**src/hw/sparse_cfg.svh**
```systemverilog
`ifndef SPARSE_CFG_SVH
`define SPARSE_CFG_SVH

// Vector geometry
`define SPARSE_VEC_LEN 16

// Operand widths
`define SPARSE_IFM_W 8
`define SPARSE_WGT_W 8

// 16 products of u8 x s8 plus sign
`define SPARSE_ACC_W 22

`endif
```
**src/hw/sparse_data_pkg.sv**
```systemverilog
`include "sparse_cfg.svh"

package sparse_data_pkg;

	// Feature map values are unsigned activations
	typedef logic [`SPARSE_IFM_W-1:0] ifm_t;

	// Filter weights are two's complement
	typedef logic signed [`SPARSE_WGT_W-1:0] wgt_t;

	// Position index within a vector
	typedef logic [$clog2(`SPARSE_VEC_LEN)-1:0] vec_addr_t;

	// One bit per position, set when the stored value is nonzero
	typedef logic [`SPARSE_VEC_LEN-1:0] mask_t;

	typedef logic signed [`SPARSE_ACC_W-1:0] acc_t;

endpackage

```
**src/hw/sparse_ctrl_pkg.sv**
```systemverilog
package sparse_ctrl_pkg;

	import sparse_data_pkg::*;

	typedef enum logic {
		SCAN_IDLE,
		SCAN_WALK
	} scan_state_e;

	// Matches per run, up to the full vector length
	typedef logic [$bits(vec_addr_t):0] match_cnt_t;

endpackage

```
**src/hw/scan_if.sv**
```systemverilog
interface scan_if import sparse_data_pkg::*; ();

	logic      clear;
	logic      valid;
	vec_addr_t addr;
	logic      last;
	logic      empty;

	modport scanner (
		output clear,
		output valid,
		output addr,
		output last,
		output empty
	);

	modport consumer (
		input clear,
		input valid,
		input addr,
		input last,
		input empty
	);

endinterface

```
**src/hw/sparse_dot_top.sv**
```systemverilog
module sparse_dot_top import sparse_data_pkg::*; (
	 input  logic      clk_i
	,input  logic      rst_i

	// Feature map write port
	,input  logic      ifm_we_i
	,input  vec_addr_t ifm_addr_i
	,input  ifm_t      ifm_data_i

	// Weight write port
	,input  logic      wgt_we_i
	,input  vec_addr_t wgt_addr_i
	,input  wgt_t      wgt_data_i

	,input  logic      start_i

	// Status and results
	,output logic      busy_o
	,output logic      match_valid_o
	,output vec_addr_t match_addr_o
	,output logic      done_o
	,output acc_t      result_o
);

	mask_t     ifm_mask_w;
	mask_t     wgt_mask_w;
	vec_addr_t rd_addr_w;
	ifm_t      ifm_rd_w;
	wgt_t      wgt_rd_w;

	scan_if scan_if_inst ();

	//////////////////////////////////////////////////////////////////////
	// Operand buffers
	//////////////////////////////////////////////////////////////////////

	operand_buffer #(
		.payload_t (ifm_t)
	) ifm_buf_inst (
		 .clk_i     (clk_i)
		,.rst_i     (rst_i)
		,.we_i      (ifm_we_i)
		,.wr_addr_i (ifm_addr_i)
		,.wr_data_i (ifm_data_i)
		,.rd_addr_i (rd_addr_w)
		,.rd_data_o (ifm_rd_w)
		,.mask_o    (ifm_mask_w)
	);

	operand_buffer #(
		.payload_t (wgt_t)
	) wgt_buf_inst (
		 .clk_i     (clk_i)
		,.rst_i     (rst_i)
		,.we_i      (wgt_we_i)
		,.wr_addr_i (wgt_addr_i)
		,.wr_data_i (wgt_data_i)
		,.rd_addr_i (rd_addr_w)
		,.rd_data_o (wgt_rd_w)
		,.mask_o    (wgt_mask_w)
	);

	//////////////////////////////////////////////////////////////////////
	// Scanner and MAC
	//////////////////////////////////////////////////////////////////////

	match_scanner match_scanner_inst (
		 .clk_i      (clk_i)
		,.rst_i      (rst_i)
		,.start_i    (start_i)
		,.ifm_mask_i (ifm_mask_w)
		,.wgt_mask_i (wgt_mask_w)
		,.busy_o     (busy_o)
		,.scan       (scan_if_inst.scanner)
	);

	sparse_mac sparse_mac_inst (
		 .clk_i     (clk_i)
		,.rst_i     (rst_i)
		,.scan      (scan_if_inst.consumer)
		,.rd_addr_o (rd_addr_w)
		,.ifm_i     (ifm_rd_w)
		,.wgt_i     (wgt_rd_w)
		,.done_o    (done_o)
		,.result_o  (result_o)
	);

	assign match_valid_o = scan_if_inst.valid;
	assign match_addr_o  = scan_if_inst.addr;

endmodule

```
**src/hw/sparse_mac.sv**
```systemverilog
module sparse_mac import sparse_data_pkg::*; (
	 input  logic      clk_i
	,input  logic      rst_i
	,scan_if.consumer  scan

	// Shared read address into both buffers
	,output vec_addr_t rd_addr_o
	,input  ifm_t      ifm_i
	,input  wgt_t      wgt_i

	,output logic      done_o
	,output acc_t      result_o
);

	acc_t acc_q;
	logic done_q;
	acc_t ifm_ext_w;
	acc_t wgt_ext_w;
	acc_t prod_w;

	// Buffers answer in the same cycle
	assign rd_addr_o = scan.addr;

	//////////////////////////////////////////////////////////////////////
	// Multiply
	//////////////////////////////////////////////////////////////////////

	// Feature value is zero-extended before the signed product
	assign ifm_ext_w = acc_t'($signed({1'b0, ifm_i}));
	assign wgt_ext_w = acc_t'(wgt_i);
	assign prod_w    = ifm_ext_w * wgt_ext_w;

	//////////////////////////////////////////////////////////////////////
	// Accumulate
	//////////////////////////////////////////////////////////////////////

	always_ff @(posedge clk_i) begin
		if (rst_i) begin
			acc_q  <= '0;
			done_q <= 1'b0;
		end
		else begin
			done_q <= scan.last || scan.empty;
			if (scan.clear) begin
				acc_q <= '0;
			end
			else if (scan.valid) begin
				acc_q <= acc_q + prod_w;
			end
		end
	end

	// Sum stays put until the next clear
	assign result_o = acc_q;
	assign done_o   = done_q;

endmodule

```
**src/hw/match_scanner.sv**
```systemverilog
`include "sparse_cfg.svh"

module match_scanner import sparse_data_pkg::*, sparse_ctrl_pkg::*; (
	 input  logic   clk_i
	,input  logic   rst_i
	,input  logic   start_i
	,input  mask_t  ifm_mask_i
	,input  mask_t  wgt_mask_i
	,output logic   busy_o
	,scan_if.scanner scan
);

	scan_state_e state_q;
	mask_t       remain_q;
	logic        empty_q;

	mask_t       isect_w;
	match_cnt_t  isect_cnt_w;
	logic        accept_w;
	vec_addr_t   pick_addr_w;
	mask_t       remain_next_w;

	function automatic match_cnt_t popcount(mask_t m);
		match_cnt_t cnt;
		cnt = '0;
		for (int i = 0; i < `SPARSE_VEC_LEN; i++) begin
			cnt = cnt + match_cnt_t'(m[i]);
		end
		return cnt;
	endfunction

	assign isect_w     = ifm_mask_i & wgt_mask_i;
	assign isect_cnt_w = popcount(isect_w);

	// Starts are dropped while a run is in flight
	assign accept_w = start_i && (state_q == SCAN_IDLE) && !empty_q;

	//////////////////////////////////////////////////////////////////////
	// Priority encoder, lowest set bit wins
	//////////////////////////////////////////////////////////////////////

	always_comb begin
		pick_addr_w = '0;
		for (int i = `SPARSE_VEC_LEN - 1; i >= 0; i--) begin
			if (remain_q[i]) begin
				pick_addr_w = vec_addr_t'(i);
			end
		end
		remain_next_w = remain_q;
		remain_next_w[pick_addr_w] = 1'b0;
	end

	//////////////////////////////////////////////////////////////////////
	// Walk control
	//////////////////////////////////////////////////////////////////////

	always_ff @(posedge clk_i) begin
		if (rst_i) begin
			state_q  <= SCAN_IDLE;
			remain_q <= '0;
			empty_q  <= 1'b0;
		end
		else begin
			// Empty intersection is reported one cycle after the start
			empty_q <= accept_w && (isect_cnt_w == '0);
			case (state_q)
				SCAN_IDLE: begin
					if (accept_w) begin
						remain_q <= isect_w;
						if (isect_cnt_w != '0) begin
							state_q <= SCAN_WALK;
						end
					end
				end
				SCAN_WALK: begin
					remain_q <= remain_next_w;
					if (remain_next_w == '0) begin
						state_q <= SCAN_IDLE;
					end
				end
				default: state_q <= SCAN_IDLE;
			endcase
		end
	end

	assign scan.clear = accept_w;
	assign scan.valid = (state_q == SCAN_WALK);
	assign scan.addr  = pick_addr_w;
	assign scan.last  = (state_q == SCAN_WALK) && (remain_next_w == '0);
	assign scan.empty = empty_q;

	assign busy_o = (state_q == SCAN_WALK) || empty_q;

endmodule

```
**src/hw/operand_buffer.sv**
```systemverilog
`include "sparse_cfg.svh"

module operand_buffer import sparse_data_pkg::*; #(
	parameter type payload_t = logic [7:0]
) (
	 input  logic      clk_i
	,input  logic      rst_i

	// Write port
	,input  logic      we_i
	,input  vec_addr_t wr_addr_i
	,input  payload_t  wr_data_i

	// Read port, combinational
	,input  vec_addr_t rd_addr_i
	,output payload_t  rd_data_o

	,output mask_t     mask_o
);

	payload_t mem_q [`SPARSE_VEC_LEN];
	mask_t    mask_q;
	logic     wr_nonzero_w;

	assign wr_nonzero_w = (wr_data_i != '0);

	//////////////////////////////////////////////////////////////////////
	// Value storage
	//////////////////////////////////////////////////////////////////////

	always_ff @(posedge clk_i) begin
		if (rst_i) begin
			for (int i = 0; i < `SPARSE_VEC_LEN; i++) begin
				mem_q[i] <= '0;
			end
		end
		else if (we_i) begin
			mem_q[wr_addr_i] <= wr_data_i;
		end
	end

	//////////////////////////////////////////////////////////////////////
	// Nonzero mask
	//////////////////////////////////////////////////////////////////////

	// Writing a zero drops the position out of later scans
	always_ff @(posedge clk_i) begin
		if (rst_i) begin
			mask_q <= '0;
		end
		else if (we_i) begin
			mask_q[wr_addr_i] <= wr_nonzero_w;
		end
	end

	assign rd_data_o = mem_q[rd_addr_i];
	assign mask_o    = mask_q;

endmodule

```
**config.mk**
```make
export PLATFORM = sky130hd
export DESIGN_NAME = sparse_dot_top
export DESIGN_NICKNAME = d
export VERILOG_FILES = /design/src/hw/sparse_data_pkg.sv /design/src/hw/sparse_ctrl_pkg.sv /design/src/hw/scan_if.sv /design/src/hw/sparse_dot_top.sv /design/src/hw/sparse_mac.sv /design/src/hw/match_scanner.sv /design/src/hw/operand_buffer.sv
export VERILOG_INCLUDE_DIRS = /design/src /design/src/hw
export SDC_FILE = /design/constraint.sdc
export NUM_CORES = 1
export LEC_CHECK = 0
export BUFFER_PORTS_ARGS = -buffer_cell sky130_fd_sc_hd__buf_2
export CORE_MARGIN = 5
export CORE_UTILIZATION = 30
export CTS_CLUSTER_SIZE = 12
export DETAILED_ROUTE_END_ITERATION = 8
export PLACE_DENSITY = 0.48
export REMOVE_ABC_BUFFERS = 1
export SYNTH_ARGS = -nofsm -noshare
export SYNTH_HDL_FRONTEND = slang
export SYNTH_SLANG_ARGS = --single-unit
```
**constraint.sdc**
```tcl
create_clock -name clk_i -period 7.67 [get_ports clk_i]
set_input_delay 0 -clock clk_i [delete_from_list [all_inputs] [get_ports clk_i]]
set_output_delay 0 -clock clk_i [all_outputs]
set_load 0.02 [all_outputs]
```
==> impl_metrics.json, run 1 <==
{
  "power.combinational.fraction": 0.306,
  "critical_path.startpoint_type": "register",
  "antenna_left": 0,
  "top_library_cells_by_usage_in_the_layout_fill_and_taps_aside": "nand2_1 (307), and2_1 (299), edfxtp_1 (256)",
  "hpwl_um": 42810,
  "post_synth.cell_area_avg_um2": 9.784,
  "synth_sequential_area_ratio": 0.4827,
  "crit_top_cell": "fa_1",
  "ys_async_sr_fraction": 0,
  "path_buf_inv": 7,
  "cts-root-to-sink-buffers": 3,
  "total_power_w": 0.005600,
  "synth_cell_type_count": 73,
  "crit_slowest_cell": "fa_1",
  "finalClockSkew_ns": 0.01402,
  "core_region_area_um2": 62850,
  "final.setup.worst_slack_ns": -0.08496,
  "fin_area_um2": 24080,
  "min_period_ns": 7.755,
  "timing.critical_path.fanout_max": 15,
  "pre_antenna_drt_iters": 5,
  "cp_top_family": "adder cells",
  "yosys_warnings": 0,
  "timing_max_transition_violations_final": 0,
  "route.detailed.drc": 0,
  "synth_ff_type": "edfxtp_1",
  "cells_after_synth": 1937,
  "fin_nets": 2343,
  "initial_utilization": 0.3015,
  "met3_wirelength_um": 3635,
  "leading_cell_type_in_the_layout_fill_and_taps_excluded": "nand2_1",
  "std_cell_rows": 92,
  "antenna_found_initial": 1,
  "grt_first_pass_wirelength_um": 92470,
  "report.final.setup_viol": 2,
  "avgRoutedWirePerCell_um": 20.16,
  "vias_per_cell": 4.867,
  "detailed_place.area_um2": 21610,
  "maxCapViolations": 0,
  "top_sig_layer": "met5",
  "timing.setup.critical_path_class": "register to register",
  "status": "complete, but fails checks",
  "internal_power_of_the_cells_w": 0.003954,
  "num_vias": 14970,
  "worst-slew-pin-transition_ns": 1.095,
  "design.die.area_um2": 68300,
  "ioPinCount": 58,
  "part_of_the_cycle_the_worst_path_needs": 1.011,
  "mappedNetlistArea_um2": 18950,
  "power.net_switching_w": 0.001646,
  "wirelength_routed_um": 62010,
  "leakage_nw": 9.784,
  "synth_seq_cells": 329,
  "crit_required_ns": 8.11,
  "first_iter_violations": 1103,
  "cts_root_buffer": "clkbuf_16",
  "tritoncts": "yes",
  "via_count_of_the_first_global_routing_pass": 14960,
  "clock_latency_ns": 0.56,
  "synth_edf_count": 256,
  "die_width_um": 261.3,
  "grt_use_total": 0.1773,
  "wirelength_met1_um": 27520,
  "area_delta_synth_final_pct": 27.06,
  "place_ws_ns": -0.5491,
  "ir_worst_vdd_uv": 137.6,
  "floorplan.die.height_um": 261.3,
  "hold_viol_final": 0,
  "violations": "setup timing",
  "cts_num_sinks": 329,
  "sequential_group_share_of_total_power": 0.364,
  "fillers": 6282,
  "grt_setup_unrepaired": "yes",
  "count_of_buffers_inserted_at_the_top_level_ports": 57,
  "grt_start_max_net_pins": 45,
  "worst_ep_arrival_time_ns": 8.19,
  "crit_path_end_kind": "register",
  "htree_num_levels": 2,
  "overflow": 0,
  "worst_hold_path_type": "input pin to register",
  "final_layout_size_suffix_gt1_frac": 0.2333,
  "place_congestion": 0.8754,
  "wl_met2_um": 29220,
  "worst_slew_margin_rel": 0.2643,
  "power.share.clock": 0.330,
  "cts_buffers": 39,
  "cts.reportedPaths.clkPinSlew_ns": 0.06,
  "critical-path-max-stage-delay_ns": 0.55,
  "fmax_ghz": 0.1290,
  "power.density_nw_per_um2": 232.6,
  "swShare": 0.2940
}
through the flow:
| stage | cells | util | hold slack (ns) | TNS [ns] |
|---|---|---|---|---|
| after floorplan | 1848 | - | 0.06907 | -12.43 |
| after global placement | 2957 | 0.3439 | 0.4481 | -2.000 |
| after detailed placement | 2957 | 0.3439 | 0.4449 | -2.073 |
| after CTS | 3052 | 0.3758 | 0.01253 | -0.2678 |
| after global routing | 3075 | 0.3831 | 0.02994 | -2.233 |
| final | 3076 | 0.3831 | 0.04130 | -0.08548 |
repair_timing:
action | CTS | global route
hold endpoints to repair | 2 | 0
endpoints found under the setup margin | 8 | 11
gates cloned | 7 | 2
pin swaps | 45 | 45
setup buffers | 13 | 22
hold buffers | 4 | 0
resized for setup | 93 | 62
sequential cells by signal (all words and copies together), names as in the netlist:
name                           flops
wgt_buf_inst.mem_q               128
sparse_mac_inst.result_o          22
match_scanner_inst.scan.valid      1
ifm_buf_inst.mask_o               16
sparse_mac_inst.done_o             1
match_scanner_inst.scan.empty      1
ifm_buf_inst.mem_q               128
wgt_buf_inst.mask_o               16
match_scanner_inst.remain_q       16
power groups by stage:
stage | logic, W | clock network (W) | registers, W
final | 0.00171 | 0.00185 | 0.00204
after floorplan | 0.000902 | 0 | 0.00206
after global placement | 0.00151 | 0 | 0.00207
after global routing | 0.00193 | 0.00196 | 0.00204
after CTS | 0.00159 | 0.00189 | 0.00204
after detailed placement | 0.00151 | 0 | 0.00207
area by class of cell:
class / instances / area [um2] / area share
timing repair buffer: 309 / 2633 / 0.1093
clock buffer: 51 / 1052 / 0.04370
multi-input combinational: 1400 / 9518 / 0.3953
inverter: 119 / 465.4 / 0.01933
clock inverter: 21 / 196.4 / 0.008158
tap: 846 / 1059 / 0.04396
sequential: 329 / 9155 / 0.3802
antenna: 1 / 2.502 / 0.0001039
metal layers:
layer,vias up,GRT usage
met2,362,0.2917
met4,2,0.05036
met3,86,0.03365
met1,7356,0.2400
met5,-,0
li1,7164,-
cells in the mapped netlist, drive strengths merged (11+ instances only):
| cell | count | area (um2) |
|---|---|---|
| mux2i | 17 | 170.2 |
| nand2 | 313 | 1177 |
| nor4 | 27 | 280.3 |
| buf | 40 | 229.0 |
| nor2 | 106 | 405.4 |
| edfxtp | 256 | 7687 |
| nor3 | 26 | 135.1 |
| ha | 68 | 850.8 |
| and2 | 302 | 1889 |
| inv | 119 | 449.2 |
| clkbuf | 49 | 183.9 |
| nand3 | 138 | 690.7 |
| xnor2 | 20 | 175.2 |
| a21oi | 94 | 474.2 |
| o21a | 11 | 83.83 |
| dfxtp | 73 | 1461 |
| fa | 48 | 960.9 |
| o21ai | 60 | 300.3 |
| o211ai | 14 | 105.1 |
| nor2b | 15 | 101.3 |
| a31o | 13 | 113.9 |
| a21o | 30 | 232.7 |
kinds of logic after synthesis:
logic type / Yosys count / synth area share
AOI/OAI and AO/OA: 273 / 0.09282
DFF: 329 / 0.4827
muxes: 19 / 0.01017
and+or+nand+nor: 962 / 0.2593
xor gates and xnor gates: 29 / 0.01340
buffers and inverters: 208 / 0.04549
adders and majority gates: 117 / 0.09612
path summary, 6_finish.rpt:
path                                                startpoint                                         to  slack (ns)  depth (start not counted)
hold / removal                                   ifm_data_i[0]    ifm_buf_inst.mem_q[15][0]$_SDFFCE_PN0P_        0.04                          2
setup reg to reg  match_scanner_inst.remain_q[15]$_SDFFE_PP0P_  sparse_mac_inst.result_o[21]$_SDFFE_PP0P_       -0.08                         35
setup / recovery  match_scanner_inst.remain_q[15]$_SDFFE_PP0P_  sparse_mac_inst.result_o[21]$_SDFFE_PP0P_       -0.08                         35
hold reg to reg            ifm_buf_inst.mask_o[2]$_SDFFE_PP0P_        ifm_buf_inst.mask_o[2]$_SDFFE_PP0P_        0.47                          2
Power figures use the tool's default switching activity.
==> run 2: changes to the inputs <==
Settings changed: CORE_UTILIZATION 30 to 35, PLACE_DENSITY 0.48 to unset.
==> run 2 against run 1 <==
Against the previous run:
- core utilization is 6.0 points higher
- cell count shrank 5.2%
- non-clock buffer count decreased by 7
- critical path type unchanged
- the flow still finishes with violations (setup timing)
- maximum frequency grew 0.82%
- sequential cell count stayed put
- largest cell class unchanged
- first-iteration DRC count rose by 18%
- largest power group unchanged
- worst setup slack better by 0.063 ns
==> impl_metrics.json, run 2 (same netlist as run 1, synthesis figures left out) <==
{
  "crit_path_end_kind": "register",
  "cts_root_buffer": "clkbuf_16",
  "place_congestion": 0.9221,
  "cts-root-to-sink-buffers": 3,
  "violations": "setup timing",
  "ioPinCount": 58,
  "worst_slew_margin_rel": 0.1570,
  "power.share.clock": 0.331,
  "grt_setup_unrepaired": "yes",
  "swShare": 0.2924,
  "ir_worst_vdd_uv": 215.1,
  "wirelength_routed_um": 56160,
  "htree_num_levels": 2,
  "final.setup.worst_slack_ns": -0.02219,
  "num_antenna_cells": 0,
  "final_layout_size_suffix_gt1_frac": 0.2368,
  "core_region_area_um2": 53710,
  "tritoncts": "yes",
  "critical_path.startpoint_type": "register",
  "area_delta_synth_final_pct": 25.54,
  "crit_slowest_cell": "fa_1",
  "sequential_group_share_of_total_power": 0.364,
  "route.detailed.drc": 0,
  "worst_ep_arrival_time_ns": 8.14,
  "grt_start_max_net_pins": 45,
  "vias_per_cell": 5.135,
  "via_count_of_the_first_global_routing_pass": 14970,
  "power.net_switching_w": 0.001636,
  "fin_area_um2": 23790,
  "antenna_found_initial": 0,
  "timing_max_transition_violations_final": 0,
  "count_of_buffers_inserted_at_the_top_level_ports": 57,
  "avgRoutedWirePerCell_um": 19.25,
  "num_vias": 14980,
  "status": "complete, but fails checks",
  "report.final.setup_viol": 1,
  "power.density_nw_per_um2": 235.2,
  "crit_top_cell": "inv_2",
  "grt_first_pass_wirelength_um": 86520,
  "pre_antenna_drt_iters": 5,
  "cts_buffers": 38,
  "detailed_place.area_um2": 21440,
  "worst-slew-pin-transition_ns": 1.255,
  "hold_viol_final": 0,
  "fillers": 4980,
  "cts_num_sinks": 329,
  "stdcell_count": 2917,
  "std_cell_rows": 85,
  "initial_utilization": 0.3529,
  "overflow": 0,
  "floorplan.die.height_um": 242.7,
  "critical-path-max-stage-delay_ns": 0.55,
  "min_period_ns": 7.692,
  "layout.area.seq_um2": 9165,
  "r2r_start": "match_scanner_inst.remain_q[15]$_SDFFE_PP0P_",
  "source_of_the_worst_hold_timing_path": "wgt_data_i[2]",
  "finalClockSkew_ns": 0.03981,
  "crit_start": "match_scanner_inst.remain_q[15]$_SDFFE_PP0P_",
  "total_power_w": 0.005595,
  "timing.setup.critical_path_class": "register to register",
  "multi_input_comb_area_um2": 9599,
  "leading_cell_type_in_the_layout_fill_and_taps_excluded": "nand2_1",
  "antenna_left": 0,
  "grt_use_total": 0.1849,
  "worst_hold_path_type": "input pin to register",
  "clock_latency_ns": 0.58,
  "top_library_cells_by_usage_in_the_layout_fill_and_taps_aside": "nand2_1 (306), and2_1 (295), edfxtp_1 (256)",
  "fin_nets": 2336,
  "power.combinational.fraction": 0.306,
  "design.die.area_um2": 58900,
  "timing.critical_path.fanout_max": 8,
  "die_width_um": 242.7,
  "crit_required_ns": 8.12,
  "hpwl_um": 39900,
  "fmax_ghz": 0.1300,
  "placed_cells_incl_taps": 2810,
  "maxCapViolations": 0,
  "cts.reportedPaths.clkPinSlew_ns": 0.06,
  "leakage_nw": 9.694,
  "internal_power_of_the_cells_w": 0.003959,
  "first_iter_violations": 1300,
  "part_of_the_cycle_the_worst_path_needs": 1.003
}
[run 2: cell types whose count changed in the layout (fill, tap and decap cells not counted), moves of 6 or more]
cell	delta
buf_6	+13
buf_4	-12
buf_16	-9
nand3_2	-9
nand3_1	+8
inv_2	+6
[run 2: power groups by stage]
stage               sequential, W  clock, W  combinational (W)
floorplan                 0.00206         0           0.000902
global placement          0.00207         0            0.00148
detailed placement        0.00207         0            0.00150
CTS                       0.00203   0.00188            0.00159
global route              0.00204   0.00196            0.00190
finish                    0.00203   0.00185            0.00171
[run 2: what timing repair did]
item,CTS,global route
hold buffers,6,0
endpoints found under the hold margin,38,0
gates cloned,2,0
resized for setup,69,121
pin swaps,28,49
endpoints found under the setup margin,8,10
setup buffers,19,18
[run 2: final cells by class]
cell class | instances | area share
tap | 696 | 0.03660
inverter | 119 | 0.01919
multi-input combinational | 1400 | 0.4035
clock buffer | 58 | 0.04743
clock inverter | 12 | 0.005995
sequential | 329 | 0.3852
timing repair inverter | 1 | 0.0001578
timing repair buffer | 302 | 0.1020
[run 2: layer usage]
layer  GRT usage  share of wire  routed length (um)
met3     0.03069          0.065                3623
met4     0.05424          0.030                1694
met5           0              0                   0
met2      0.3075           0.47               26400
met1      0.2504           0.44               24450
[run 2: per-stage QoR]
step	utilization	hold slack (ns)	TNS [ns]	worst slack [ns]
floorplan	-	0.06907	-12.43	-1.571
global placement	0.3992	0.4513	-1.559	-0.4434
detailed placement	0.3992	0.4560	-1.594	-0.4434
CTS	0.4317	0.005801	-0.1422	-0.1422
global route	0.4430	0.02073	-1.993	-0.4187
finish	0.4430	0.01384	-0.02219	-0.02219
[run 2: critical path: cells and delay by family (launching register included)]
kind	cells	cell delay, ns
AND/OR/NAND/NOR	10	1.12
XOR/XNOR	2	0.32
buffers and inverters	11	0.95
flip-flops	1	0.36
adder cells (fa/ha/maj)	6	2.76
AO/OA/AOI/OAI	12	2.07
[run 2: final timing paths]
| kind | endpoint | slack [ns] | cells past startpoint |
|---|---|---|---|
| worst min register to register | sparse_mac_inst.done_o$_SDFF_PP0_ | 0.46 | 2 |
| worst max-delay path | sparse_mac_inst.result_o[21]$_SDFFE_PP0P_ | -0.02 | 41 |
| worst max register to register | sparse_mac_inst.result_o[21]$_SDFFE_PP0P_ | -0.02 | 41 |
| worst min-delay path | wgt_buf_inst.mem_q[13][2]$_SDFFCE_PN0P_ | 0.01 | 2 |
==> run 3: changes to the inputs <==
Settings changed: TNS_END_PERCENT set to 50.
==> run 3 against run 2 <==
Against the previous run:
- the run still ends with setup timing left
- clock-buffer cell count is the same
- via count shrank 0.21%
- register-to-register slack lost 0.02 ns
- design area shrank 0.74%
- critical endpoint unchanged
- largest cell class unchanged
- largest power group unchanged
- highest routed layer unchanged
==> impl_metrics.json, run 3 (same netlist as run 1, synthesis figures left out) <==
{
  "grt_start_max_net_pins": 45,
  "timing_max_transition_violations_final": 0,
  "leading_cell_type_in_the_layout_fill_and_taps_excluded": "nand2_1",
  "area_delta_synth_final_pct": 24.62,
  "std_cell_rows": 85,
  "fillers": 5000,
  "avgRoutedWirePerCell_um": 19.21,
  "critical-path-max-stage-delay_ns": 0.54,
  "antenna_left": 0,
  "tritoncts": "yes",
  "maxCapViolations": 0,
  "die_width_um": 242.7,
  "top_library_cells_by_usage_in_the_layout_fill_and_taps_aside": "nand2_1 (307), and2_1 (297), edfxtp_1 (256)",
  "crit_slowest_cell": "fa_1",
  "wirelength_routed_um": 55950,
  "grt_use_total": 0.1849,
  "cts-root-to-sink-buffers": 3,
  "initial_utilization": 0.3529,
  "crit_path_end_kind": "register",
  "cts.reportedPaths.clkPinSlew_ns": 0.06,
  "core_region_area_um2": 53710,
  "worst_ep_arrival_time_ns": 8.16,
  "grt_first_pass_wirelength_um": 86520,
  "place_congestion": 0.9221,
  "part_of_the_cycle_the_worst_path_needs": 1.005,
  "fin_setup_tns_ns": -0.03931,
  "cts_root_buffer": "clkbuf_16",
  "count_of_buffers_inserted_at_the_top_level_ports": 57,
  "critical_path.startpoint_type": "register",
  "grt_setup_unrepaired": "yes",
  "finalClockSkew_ns": 0.04201,
  "cts_buffers": 38,
  "place_ws_ns": -0.4434,
  "design.die.area_um2": 58900,
  "power.density_nw_per_um2": 235.1,
  "utilization": 0.4397,
  "final.setup.worst_slack_ns": -0.03931,
  "fin_nets": 2332,
  "total_power_w": 0.005553,
  "cts_num_sinks": 329,
  "pre_antenna_drt_iters": 6,
  "min_period_ns": 7.709,
  "route.detailed.drc": 0,
  "clock_latency_ns": 0.58,
  "fmax_ghz": 0.1297,
  "worst_slew_margin_rel": 0.1868,
  "fin_area_um2": 23620,
  "worst-slew-pin-transition_ns": 1.210,
  "ir_worst_vdd_uv": 204.8,
  "ioPinCount": 58,
  "crit_required_ns": 8.12,
  "num_vias": 14950,
  "final_layout_size_suffix_gt1_frac": 0.2255,
  "worst_hold_path_type": "input pin to register",
  "vias_per_cell": 5.132,
  "floorplan.die.height_um": 242.7,
  "timing.critical_path.fanout_max": 8,
  "timing.setup.critical_path_class": "register to register",
  "report.final.setup_viol": 1,
  "violations": "setup timing",
  "status": "complete, but fails checks",
  "first_iter_violations": 1250,
  "hold_viol_final": 0,
  "via_count_of_the_first_global_routing_pass": 14970,
  "detailed_place.area_um2": 21440,
  "hpwl_um": 39900,
  "leakage_nw": 9.641,
  "htree_num_levels": 2,
  "num_antenna_cells": 0,
  "antenna_found_initial": 0,
  "overflow": 0
}
## run 3: cell count changes in the layout (fill, tap and decap cells not counted), sizes merged
| cell | before | now |
|---|---|---|
| buf | 296 | 292 |
## run 3: through the flow
stage	hold WS, ns	std cells
after global placement	0.4513	2810
after detailed placement	0.4560	2810
after CTS	0.005801	2903
final	0.01392	2913
after global routing	0.02073	2913
after floorplan	0.06907	1848
## run 3: final cells by class
cell class                 instances  area, um2  area share
inverter                         119      454.2     0.01923
multi-input combinational       1400       9487      0.4017
clock inverter                    12      142.6    0.006039
sequential                       329       9161      0.3879
timing repair buffer             298       2370      0.1003
tap                              696      870.8     0.03687
timing repair inverter             1      3.754   0.0001589
clock buffer                      58       1129     0.04779
## run 3: path summary, 6_finish.rpt
path | startpoint | endpoint | slack [ns] | depth (start not counted)
setup reg to reg | match_scanner_inst.remain_q[15]$_SDFFE_PP0P_ | sparse_mac_inst.result_o[21]$_SDFFE_PP0P_ | -0.04 | 40
hold reg to reg | match_scanner_inst.scan.empty$_SDFF_PP0_ | sparse_mac_inst.done_o$_SDFF_PP0_ | 0.46 | 2
setup / recovery | match_scanner_inst.remain_q[15]$_SDFFE_PP0P_ | sparse_mac_inst.result_o[21]$_SDFFE_PP0P_ | -0.04 | 40
hold / removal | wgt_data_i[1] | wgt_buf_inst.mem_q[13][1]$_SDFFCE_PN0P_ | 0.01 | 2
## run 3: power by group
| part | total [W] | switching, W | leakage, nW | internal [W] |
|---|---|---|---|---|
| Combinational | 0.00167 | 0.000825 | 5.98 | 0.000843 |
| Sequential | 0.00203 | 0.0000287 | 3.05 | 0.00201 |
| Clock | 0.00185 | 0.000761 | 0.619 | 0.00109 |
| Total | 0.00555 | 0.00161 | 9.64 | 0.00394 |
## run 3: timing repair
item	in CTS	in global routing
setup endpoints to repair	8	10
cloned	2	0
hold buffers	6	0
buffers inserted	19	12
hold endpoints to repair	38	0
pin swaps	28	42
resized for setup	69	84
## run 3: critical path, delay by kind of cell (launching register included)
kind / cells / cell delay (ns)
and+or+nand+nor: 9 / 1.00
xor gates and xnor gates: 2 / 0.31
AOI/OAI and AO/OA: 15 / 2.71
adders and majority gates: 6 / 2.30
buffers and inverters: 8 / 0.91
DFF: 1 / 0.33
## run 3: routing by layer
metal / GRT usage / share of wire / up-vias
li1: - / - / 7144
met1: 0.2504 / 0.44 / 7237
met2: 0.3075 / 0.47 / 452
met3: 0.03069 / 0.064 / 116
met4: 0.05424 / 0.031 / 0
met5: 0 / 0 / -
